<file path="src/main_io_pkg.sv">
//--------------------------------------------------
// cabinet inputs, interrupt levels, io word map
// and latch widths
//--------------------------------------------------
package main_io_pkg;

    localparam int joy_w    = 9;
    localparam int dip_w    = 8;
    localparam int snd_w    = 8;
    localparam int mcu_w    = 16;
    localparam int prisel_w = 3;

    // joysticks are active low, bits 3:0 directions, bit 8 fire 2
    typedef struct packed {
        logic [joy_w-1:0] joy1;
        logic [joy_w-1:0] joy2;
        logic [1:0]       start;
        logic [1:0]       coin;
        logic             service;
        logic [dip_w-1:0] dipsw_a;
        logic [dip_w-1:0] dipsw_b;
    } cab_in_t;

    typedef enum logic [2:0] {
        irq_none   = 3'd0,
        irq_ext    = 3'd4,
        irq_sec    = 3'd5,
        irq_vblank = 3'd6
    } irq_level_e;

    // io word offsets on address bits 4:1
    typedef enum logic [3:0] {
        io_cab0     = 4'd0,
        io_cab1     = 4'd1,
        io_cab2     = 4'd2,
        io_sound    = 4'd3,
        io_mcu_wr   = 4'd4,
        io_mcu_rd   = 4'd5,
        io_prisel   = 4'd6,
        io_mixpsel  = 4'd7,
        io_vint_clr = 4'd8
    } io_reg_e;

endpackage

</file>
<file path="src/main_bus_pkg.sv">
//--------------------------------------------------
// main CPU bus widths, address regions and the
// registered bus request and chip-select structs
//--------------------------------------------------
package main_bus_pkg;

    localparam int addr_w = 23;     // bus bits 23:1
    localparam int data_w = 16;

    // address bits 20:18
    typedef enum logic [2:0] {
        rgn_rom0   = 3'd0,
        rgn_rom1   = 3'd1,
        rgn_tile   = 3'd2,          // background tile chips
        rgn_video  = 3'd3,          // palette and objects
        rgn_io     = 3'd4,
        rgn_sysram = 3'd5,
        rgn_huc    = 3'd6,          // protection shared memory
        rgn_none   = 3'd7
    } region_e;

    typedef struct packed {
        logic [addr_w:1]   addr;
        logic              rnw;
        logic              uds_n;
        logic              lds_n;
        logic [data_w-1:0] wdata;
        region_e           region;
    } bus_req_t;

    typedef struct packed {
        logic       rom;
        logic       sysram;
        logic [2:0] tile_mode;      // one bit per tile chip
        logic [2:0] tile_sft;
        logic [2:0] tile_map;
        logic [1:0] pal;
        logic       obj;
        logic       obj_copy;       // object DMA trigger
        logic       huc;
        logic [2:0] cab_read;
        logic       sound;
        logic       mcu_wr;
        logic       mcu_rd;
        logic       prisel;
        logic       mixpsel;
        logic       vint_clr;
        logic       disp;           // tile shift/map or obj
    } sel_t;

endpackage
</file>
<file path="src/main_top.sv">
//--------------------------------------------------
// main CPU bus glue top level
// decode, acknowledge and data-return chain
//--------------------------------------------------
`timescale 1ns/1ps

module main_top #(
    parameter int disp_wait = 2
) (
    input  logic                               clk,
    input  logic                               rst,
    // 68000 bus
    input  logic [main_bus_pkg::addr_w:1]      addr,
    input  logic                               rnw,
    input  logic                               uds_n,
    input  logic                               lds_n,
    input  logic [main_bus_pkg::data_w-1:0]    wdata,
    input  logic                               as_n,
    output logic                               dtack_n,
    output logic [main_bus_pkg::data_w-1:0]    rdata,
    // memories and chips
    input  logic [main_bus_pkg::data_w-1:0]    rom_data,
    input  logic                               rom_ok,
    input  logic [main_bus_pkg::data_w-1:0]    ram_data,
    input  logic                               ram_ok,
    input  logic [main_bus_pkg::data_w-1:0]    pal_data,
    input  logic [main_bus_pkg::data_w-1:0]    obj_data,
    input  logic [main_bus_pkg::data_w-1:0]    tile0_data,
    input  logic [main_bus_pkg::data_w-1:0]    tile1_data,
    input  logic [main_bus_pkg::data_w-1:0]    tile2_data,
    input  logic [main_bus_pkg::data_w-1:0]    mcu_data,
    input  logic [7:0]                         huc_data,
    // cabinet and video timing
    input  main_io_pkg::cab_in_t               cab,
    input  logic                               lvbl,
    input  logic                               lhbl,
    input  logic                               sec_req,
    input  logic                               nexirq,
    // latches
    output logic [main_io_pkg::snd_w-1:0]      snd_latch,
    output logic                               snreq,
    output logic [main_io_pkg::mcu_w-1:0]      mcu_din,
    output logic [main_io_pkg::prisel_w-1:0]   prisel,
    output logic                               mixpsel,
    // chip selects
    output logic                               rom_cs,
    output logic                               ram_cs,
    output logic [1:0]                         pal_cs,
    output logic                               obj_cs,
    output logic [2:0]                         ipl_n
);
    import main_bus_pkg::*;
    import main_io_pkg::*;

    bus_req_t req;
    sel_t     sel;
    logic     ram_any;

    assign ram_any = sel.sysram | (|sel.tile_sft) | (|sel.tile_map);
    assign ram_cs  = ram_any & ~(req.uds_n & req.lds_n);   // needs a data strobe
    assign rom_cs  = sel.rom;
    assign pal_cs  = sel.pal;
    assign obj_cs  = sel.obj;

    main_bus_decoder u_decoder (
        .clk,
        .rst,
        .addr,
        .wdata,
        .rnw,
        .uds_n,
        .lds_n,
        .as_n,
        .req,
        .sel
    );

    main_dtack_ctrl #(
        .disp_wait (disp_wait)
    ) u_dtack (
        .clk,
        .rst,
        .as_n,
        .sel,
        .rom_ok,
        .ram_ok,
        .lvbl,
        .lhbl,
        .dtack_n
    );

    main_read_mux u_read_mux (
        .clk,
        .rst,
        .req,
        .sel,
        .cab,
        .lvbl,
        .rom_data,
        .ram_data,
        .pal_data,
        .obj_data,
        .tile0_data,
        .tile1_data,
        .tile2_data,
        .mcu_data,
        .huc_data,
        .rdata
    );

    main_write_latches u_latches (
        .clk,
        .rst,
        .req,
        .sel,
        .snd_latch,
        .snreq,
        .mcu_din,
        .prisel,
        .mixpsel
    );

    // reading the sub-CPU port acknowledges its interrupt
    main_irq_ctrl u_irq (
        .clk,
        .rst,
        .lvbl,
        .sec_req,
        .nexirq,
        .vint_clr (sel.vint_clr),
        .sec_clr  (sel.mcu_rd),
        .ipl_n
    );

endmodule

</file>
<file path="src/main_irq_ctrl.sv">
//--------------------------------------------------
// vblank and sub-CPU interrupt flags, and the
// interrupt priority encoder
//--------------------------------------------------
`timescale 1ns/1ps

module main_irq_ctrl (
    input  logic       clk,
    input  logic       rst,
    input  logic       lvbl,
    input  logic       sec_req,
    input  logic       nexirq,     // active low
    input  logic       vint_clr,
    input  logic       sec_clr,
    output logic [2:0] ipl_n
);
    import main_io_pkg::*;

    logic       lvbl_l;
    logic       sec_l;
    logic       vint;
    logic       secirq;
    irq_level_e level;

    always_ff @(posedge clk or posedge rst) begin
        if (rst) begin
            lvbl_l <= 1'b0;
            sec_l  <= 1'b0;
            vint   <= 1'b0;
            secirq <= 1'b0;
        end else begin
            lvbl_l <= lvbl;
            sec_l  <= sec_req;
            if (vint_clr)
                vint <= 1'b0;
            else if (!lvbl && lvbl_l)   // start of vertical blank
                vint <= 1'b1;
            if (sec_clr)
                secirq <= 1'b0;
            else if (sec_req && !sec_l)
                secirq <= 1'b1;
        end
    end

    always_comb begin
        if (vint)
            level = irq_vblank;
        else if (secirq)
            level = irq_sec;
        else if (!nexirq)
            level = irq_ext;
        else
            level = irq_none;
    end

    assign ipl_n = ~level;

endmodule

</file>
<file path="src/main_write_latches.sv">
//--------------------------------------------------
// sound, sub-CPU, priority and object-DMA latches
//--------------------------------------------------
`timescale 1ns/1ps

module main_write_latches (
    input  logic                               clk,
    input  logic                               rst,
    input  main_bus_pkg::bus_req_t             req,
    input  main_bus_pkg::sel_t                 sel,
    output logic [main_io_pkg::snd_w-1:0]      snd_latch,
    output logic                               snreq,
    output logic [main_io_pkg::mcu_w-1:0]      mcu_din,
    output logic [main_io_pkg::prisel_w-1:0]   prisel,
    output logic                               mixpsel
);
    import main_io_pkg::*;

    logic wr_any;
    logic wr_l;
    logic wr_stb;

    assign wr_any = sel.sound | sel.mcu_wr | sel.prisel | sel.mixpsel;
    assign wr_stb = wr_any & ~wr_l;     // first cycle of the write only

    always_ff @(posedge clk or posedge rst) begin
        if (rst) begin
            wr_l      <= 1'b0;
            snreq     <= 1'b0;
            snd_latch <= '0;
            mcu_din   <= '0;
            prisel    <= '0;
            mixpsel   <= 1'b0;
        end else begin
            wr_l  <= wr_any;
            snreq <= wr_stb & sel.sound;
            if (wr_stb) begin
                if (sel.sound)   snd_latch <= req.wdata[snd_w-1:0];
                if (sel.mcu_wr)  mcu_din   <= req.wdata[mcu_w-1:0];
                if (sel.prisel)  prisel    <= req.wdata[prisel_w-1:0];
                if (sel.mixpsel) mixpsel   <= req.wdata[0];  // obj buffer DMA mode
            end
        end
    end

endmodule

</file>
<file path="src/main_read_mux.sv">
//--------------------------------------------------
// cabinet input formatting and registered
// read-data multiplexer
//--------------------------------------------------
`timescale 1ns/1ps

module main_read_mux (
    input  logic                            clk,
    input  logic                            rst,
    input  main_bus_pkg::bus_req_t          req,
    input  main_bus_pkg::sel_t              sel,
    input  main_io_pkg::cab_in_t            cab,
    input  logic                            lvbl,
    input  logic [main_bus_pkg::data_w-1:0] rom_data,
    input  logic [main_bus_pkg::data_w-1:0] ram_data,
    input  logic [main_bus_pkg::data_w-1:0] pal_data,
    input  logic [main_bus_pkg::data_w-1:0] obj_data,
    input  logic [main_bus_pkg::data_w-1:0] tile0_data,
    input  logic [main_bus_pkg::data_w-1:0] tile1_data,
    input  logic [main_bus_pkg::data_w-1:0] tile2_data,
    input  logic [main_bus_pkg::data_w-1:0] mcu_data,
    input  logic [7:0]                      huc_data,
    output logic [main_bus_pkg::data_w-1:0] rdata
);
    import main_bus_pkg::*;
    import main_io_pkg::*;

    logic [joy_w-1:0]  sort1;
    logic [joy_w-1:0]  sort2;
    logic [data_w-1:0] cab_word;
    logic              ram_sel;

    // direction bits come in reversed order on the board
    function automatic logic [joy_w-1:0] sort_joy(input logic [joy_w-1:0] joy);
        return {joy[8:4], joy[0], joy[1], joy[2], joy[3]};
    endfunction

    assign sort1   = sort_joy(cab.joy1);
    assign sort2   = sort_joy(cab.joy2);
    assign ram_sel = sel.sysram | (|sel.tile_sft) | (|sel.tile_map);

    always_comb begin
        cab_word = '1;
        if (sel.cab_read[0])
            cab_word = {sort2[7:0], sort1[7:0]};
        else if (sel.cab_read[1])
            cab_word = {8'hff, ~lvbl, cab.service, cab.coin, cab.start, sort2[8], sort1[8]};
        else if (sel.cab_read[2])
            cab_word = {cab.dipsw_b, cab.dipsw_a};
    end

    always_ff @(posedge clk or posedge rst) begin
        if (rst)
            rdata <= '1;
        else if (!req.rnw)
            rdata <= '1;                    // nothing returned on writes
        else if (ram_sel)
            rdata <= ram_data;
        else if (sel.rom)
            rdata <= rom_data;
        else if (|sel.pal)
            rdata <= pal_data;
        else if (sel.obj)
            rdata <= obj_data;
        else if (|sel.cab_read)
            rdata <= cab_word;
        else if (sel.tile_mode[0])
            rdata <= tile0_data;
        else if (sel.tile_mode[1])
            rdata <= tile1_data;
        else if (sel.tile_mode[2])
            rdata <= tile2_data;
        else if (sel.mcu_rd)
            rdata <= mcu_data;
        else if (sel.huc)
            rdata <= {8'hff, huc_data};     // 8-bit shared memory
        else
            rdata <= '1;
    end

endmodule

</file>
<file path="src/main_dtack_ctrl.sv">
//--------------------------------------------------
// data-acknowledge FSM with memory wait states
// and the display lock until blank
//--------------------------------------------------
`timescale 1ns/1ps

module main_dtack_ctrl #(
    parameter int disp_wait = 2
) (
    input  logic               clk,
    input  logic               rst,
    input  logic               as_n,
    input  main_bus_pkg::sel_t sel,
    input  logic               rom_ok,
    input  logic               ram_ok,
    input  logic               lvbl,
    input  logic               lhbl,
    output logic               dtack_n
);
    localparam int cnt_w = $clog2(disp_wait + 2);

    typedef enum logic [1:0] {st_idle, st_wait, st_ack} state_e;

    state_e           state;
    logic             as_l;
    logic             rom_ok_l;
    logic             blank_l;
    logic             lock;     // display access outside blank
    logic             cnt_run;
    logic [cnt_w-1:0] cnt;
    logic             blank;
    logic             ram_sel;
    logic             busy;

    assign blank   = ~lvbl | ~lhbl;
    assign ram_sel = sel.sysram | (|sel.tile_sft) | (|sel.tile_map);
    assign busy    = (sel.rom & ~rom_ok_l) | (ram_sel & ~ram_ok) | lock;
    assign dtack_n = state != st_ack;

    always_ff @(posedge clk or posedge rst) begin
        if (rst) begin
            state    <= st_idle;
            as_l     <= 1'b1;
            rom_ok_l <= 1'b0;
            blank_l  <= 1'b0;
            lock     <= 1'b0;
            cnt_run  <= 1'b0;
            cnt      <= '0;
        end else begin
            as_l     <= as_n;
            rom_ok_l <= rom_ok;
            blank_l  <= blank;
            case (state)
                st_idle: begin
                    if (!as_n && !as_l) begin   // selects valid now
                        lock  <= sel.disp & ~blank;
                        state <= (sel.rom | ram_sel | (sel.disp & ~blank)) ? st_wait : st_ack;
                    end
                end
                st_wait: begin
                    if (as_n)
                        state <= st_idle;
                    else if (!busy)
                        state <= st_ack;
                end
                st_ack:  if (as_n) state <= st_idle;
                default: state <= st_idle;
            endcase
            // lock release, blank edge then a short count
            if (as_n) begin
                lock    <= 1'b0;
                cnt_run <= 1'b0;
            end else if (lock) begin
                if (blank && !blank_l) begin
                    cnt     <= cnt_w'(disp_wait);
                    cnt_run <= 1'b1;
                end else if (cnt_run) begin
                    if (cnt == '0) begin
                        lock    <= 1'b0;
                        cnt_run <= 1'b0;
                    end else begin
                        cnt <= cnt - 1'b1;
                    end
                end
            end
        end
    end

endmodule

</file>
<file path="src/main_bus_decoder.sv">
//--------------------------------------------------
// bus cycle capture and chip-select decoder
//--------------------------------------------------
`timescale 1ns/1ps

module main_bus_decoder (
    input  logic                             clk,
    input  logic                             rst,
    input  logic [main_bus_pkg::addr_w:1]    addr,
    input  logic [main_bus_pkg::data_w-1:0]  wdata,
    input  logic                             rnw,
    input  logic                             uds_n,
    input  logic                             lds_n,
    input  logic                             as_n,
    output main_bus_pkg::bus_req_t           req,
    output main_bus_pkg::sel_t               sel
);
    import main_bus_pkg::*;
    import main_io_pkg::*;

    logic       active;         // cycle already captured
    logic [1:0] chip;
    region_e    region;
    sel_t       dec;

    assign region = region_e'(addr[20:18]);
    assign chip   = addr[13:12];

    always_comb begin
        dec = '0;
        case (region)
            rgn_rom0, rgn_rom1: dec.rom = 1'b1;
            rgn_tile: begin
                if (chip != 2'd3) begin
                    if (addr[11])
                        dec.tile_map[chip] = 1'b1;
                    else if (addr[10])
                        dec.tile_sft[chip] = 1'b1;
                    else
                        dec.tile_mode[chip] = 1'b1;
                end
            end
            rgn_video: begin
                case (addr[17:16])
                    2'd0: dec.pal[0]   = 1'b1;
                    2'd1: dec.pal[1]   = 1'b1;
                    2'd2: dec.obj      = 1'b1;
                    default: dec.obj_copy = 1'b1;
                endcase
            end
            rgn_io: begin
                case (io_reg_e'(addr[4:1]))
                    io_cab0:     dec.cab_read[0] = rnw;
                    io_cab1:     dec.cab_read[1] = rnw;
                    io_cab2:     dec.cab_read[2] = rnw;
                    io_sound:    dec.sound       = ~rnw;
                    io_mcu_wr:   dec.mcu_wr      = ~rnw;
                    io_mcu_rd:   dec.mcu_rd      = rnw;
                    io_prisel:   dec.prisel      = ~rnw;
                    io_mixpsel:  dec.mixpsel     = ~rnw;
                    io_vint_clr: dec.vint_clr    = ~rnw;
                    default: ;
                endcase
            end
            rgn_sysram: dec.sysram = 1'b1;
            rgn_huc:    dec.huc    = 1'b1;
            default: ;
        endcase
        dec.disp = (|dec.tile_sft) | (|dec.tile_map) | dec.obj;
    end

    always_ff @(posedge clk or posedge rst) begin
        if (rst) begin
            active <= 1'b0;
            req    <= '0;
            sel    <= '0;
        end else if (as_n) begin
            active <= 1'b0;
            sel    <= '0;       // selects only live inside a cycle
        end else if (!active) begin
            active <= 1'b1;
            sel    <= dec;
            req    <= '{addr: addr, rnw: rnw, uds_n: uds_n, lds_n: lds_n,
                        wdata: wdata, region: region};
        end
    end

endmodule

</file>
<file path="config.mk">
export PLATFORM = sky130hd
export DESIGN_NAME = main_top
export DESIGN_NICKNAME = d
export VERILOG_FILES = /design/src/main_io_pkg.sv /design/src/main_bus_pkg.sv /design/src/main_top.sv /design/src/main_irq_ctrl.sv /design/src/main_write_latches.sv /design/src/main_read_mux.sv /design/src/main_dtack_ctrl.sv /design/src/main_bus_decoder.sv
export SDC_FILE = /design/constraint.sdc
export NUM_CORES = 1
export LEC_CHECK = 0
export CAP_MARGIN = 40
export CORE_MARGIN = 8
export CORE_UTILIZATION = 35
export DETAILED_ROUTE_END_ITERATION = 8
export DONT_BUFFER_PORTS = 1
export SKIP_LAST_GASP = 1
export SLEW_MARGIN = 30
export SYNTH_ARGS = -nofsm -noshare
export SYNTH_HDL_FRONTEND = slang
export SYNTH_HIERARCHICAL = 1
export SYNTH_SLANG_ARGS = --single-unit
</file>
<file path="constraint.sdc">
create_clock -name clk -period 3.99 [get_ports clk]
set_clock_uncertainty 0.1 [all_clocks]
set_input_delay 0.5985 -clock clk [delete_from_list [all_inputs] [get_ports clk]]
set_output_delay 0.5985 -clock clk [all_outputs]
set_load 0.02 [all_outputs]
</file>
==> flow_metrics.env <==
export IMPL_cts_buffers=9
export IMPL_antenna_found_initial=0
export IMPL_wl_mm=22.4
export IMPL_setup_tns_ns=0
export IMPL_path_max_fanout=18
export IMPL_p_sw_uw=649
export IMPL_cts_root_buffer="clkbuf_16"
export IMPL_finalNetCount=805
export IMPL_p_leak_uw=0.00260
export IMPL_remaining_drc_errors=0
export IMPL_cts_tree="built"
export IMPL_worst_setup_path_type="reg2reg"
export IMPL_hold_viol=0
export IMPL_gr_usage_met3_pct=5.17
export IMPL_postCtsSetupBuffers=0
export IMPL_worst_pin_slew_ns=0.767
export IMPL_area_growth_pct=8.60
export IMPL_worstSkewPairLatency_ns=0.35
export IMPL_outcome="complete, no violations"
export IMPL_cp_end_kind="register"
export IMPL_busiest_layer="met2"
export IMPL_fillCellCount=1696
export IMPL_slowest_delay_ns=0.83
export IMPL_irDropWorstVdd_mv=0.307
export IMPL_finalCriticalPeriod_ns=2.43
export IMPL_pwr_share_clk_pct=39.6
export IMPL_cts_resized_gates=0
export IMPL_slew_violations=0
export IMPL_grt_max_degree=35
export IMPL_io_buffers=0
export IMPL_netlist_instances=602
export IMPL_dieArea_um2=22100
export IMPL_syn_cell_area_um2=6150
export IMPL_wl_per_cell_um=27.7
export IMPL_initial_core_util_pct=35.7
export IMPL_grt_usage_pct=19.3
export IMPL_numClockSinks=104
export IMPL_slew_limit_headroom_pct=48.9
export IMPL_n_antenna_cell=0
export IMPL_power_density_nw_per_um2=349
export IMPL_overflow=0
export IMPL_drt_iter0_drc=273
export IMPL_holdWs_ns=0.108
export IMPL_pwr_share_seq_pct=51.7
export IMPL_clk_pin_slew_ns=0.09
export IMPL_fmax_mhz=412
export IMPL_dr_pass1_iters=5
export IMPL_drive_above_1_share_pct=21.3
export IMPL_drtAntennaViolNets=0
export IMPL_dp_hpwl_mm=17.9
export IMPL_die_h_um=149
export IMPL_finalCritPeriodShare_pct=60.8
export IMPL_num_vias=4865
export IMPL_synth_avg_cell_area_um2=10.2
export IMPL_r2r_cells=4
export IMPL_slowest_stage="dfrtp_1"
export IMPL_rows=48
export IMPL_power_frac_comb_pct=8.6
export IMPL_grt_pass1_wl_mm=31.9
export IMPL_yosysWarnings=6
export IMPL_viasPerCell=6.02
export IMPL_syn_nets=829
export IMPL_drv_cap=0
export IMPL_p_int_uw=1680
export IMPL_hp_class="in2async"
export IMPL_chipWidth_um=149
export IMPL_io_pin_count=280
export IMPL_cts_max_path_buffers=2
export IMPL_place_congestion=0.893
export IMPL_fp_coreArea_um2=17200
export IMPL_grtUsageMet1_pct=20.5
export IMPL_crit_required_ns=4.13
export IMPL_setup_violations=0
export IMPL_worstPathCellList="or3_1 -> a21oi_2 -> a211oi_1 -> o311ai_1"
export IMPL_arrival_ns=2.57
export IMPL_grt_setup_unrepaired="no"
export IMPL_grt_pass1_vias=4912
export IMPL_htreeDepth=3
export IMPL_worstSetupStartpointType="register"
export IMPL_met2_usage_pct=35.3
export IMPL_power_share_switching_pct=27.8
[critical path: cells and delay by family, from the launching register on]
family	cells	cell delay, ns
AOI/OAI and AO/OA	3	0.77
DFF	1	0.83
and+or+nand+nor	1	0.61
[routing by layer]
metal	vias to the layer above	wire length (µm)
li1	2198	-
met1	2396	7840
met2	236	11900
met3	35	1970
met4	0	634
met5	-	0
[final cells by class]
cell class	instances	area (µm²)	area share (%)
flip-flops and latches	104	2620	39.3
clock buffers	9	225	3.37
well taps	225	282	4.21
multi-input cells	424	3190	47.7
repair buffers	15	181	2.71
clock inverters	7	96.3	1.44
inverters	24	90.1	1.35
[cell usage in the layout, fill, tap and decap left out, types with 9 or more instances in the layout]
master / count
nor4b_1: 9
mux2_4: 10
nand2_1: 50
a21oi_2: 10
a211oi_1: 17
o31ai_1: 9
nand2b_1: 20
dfstp_2: 17
dfrtp_1: 87
inv_1: 22
a21oi_1: 29
nor2_1: 22
nand3b_1: 9
clkbuf_16: 9
mux2_2: 38
nor3b_1: 24
o21ai_0: 16
nor2b_1: 32
[worst paths after layout]
path,startpoint,endpoint,slack [ns]
max,u_decoder/sel[9],u_read_mux/rdata[3],1.56
min,rst,u_latches/prisel[2],0.11
max reg2reg,u_decoder/sel[9],u_read_mux/rdata[3],1.56
min reg2reg,u_decoder/sel[1],u_irq/vint,0.40
max in group asynchronous,rst,u_decoder/sel[1],2.51
min in group clk,as_n,u_dtack/as_l,0.14
[power by group through the flow]
stage / logic [µW] / registers (µW) / clock network (µW)
2_1_floorplan: 166 / 1200 / 0
3_3_place_gp: 186 / 1220 / 0
3_5_place_dp: 203 / 1230 / 0
4_1_cts: 206 / 1210 / 956
5_1_grt: 221 / 1220 / 997
6_report: 202 / 1210 / 925
[timing repair]
item | in CTS | in global routing
hold buffers | 1 | 0
hold endpoints to repair | 13 | 0
setup endpoints to repair | 0 | 0
[through the flow]
step	total power, µW	std cells	area (µm²)	setup WS [ns]	util, %
after floorplan	1370	602	6150	2.18	-
after detailed placement	1430	791	6350	1.53	36.9
after CTS	2370	808	6680	1.51	38.8
after global routing	2440	808	6680	1.51	38.8
after global placement	1410	785	6230	1.44	36.1
final	2330	808	6680	1.56	38.8
[flip-flops by register name, indices dropped and copies added, names as in the netlist]
| signal | count |
|---|---|
| u_dtack/cnt | 2 |
| u_latches/prisel | 3 |
| u_decoder/active | 1 |
| u_latches/mcu_din | 16 |
| u_read_mux/rdata | 16 |
| u_latches/mixpsel | 1 |
| u_dtack/rom_ok_l | 1 |
| u_decoder/req | 19 |
| u_irq/secirq | 1 |
| u_latches/wr_l | 1 |
| u_irq/vint | 1 |
| u_irq/lvbl_l | 1 |
| u_irq/sec_l | 1 |
| u_dtack/blank_l | 1 |
| u_decoder/sel | 25 |
| u_dtack/lock | 1 |
| u_latches/snreq | 1 |
| u_dtack/state | 2 |
| u_latches/snd_latch | 8 |
| u_dtack/cnt_run | 1 |
| u_dtack/as_l | 1 |
Note: power is estimated with default switching activity, not from simulation.
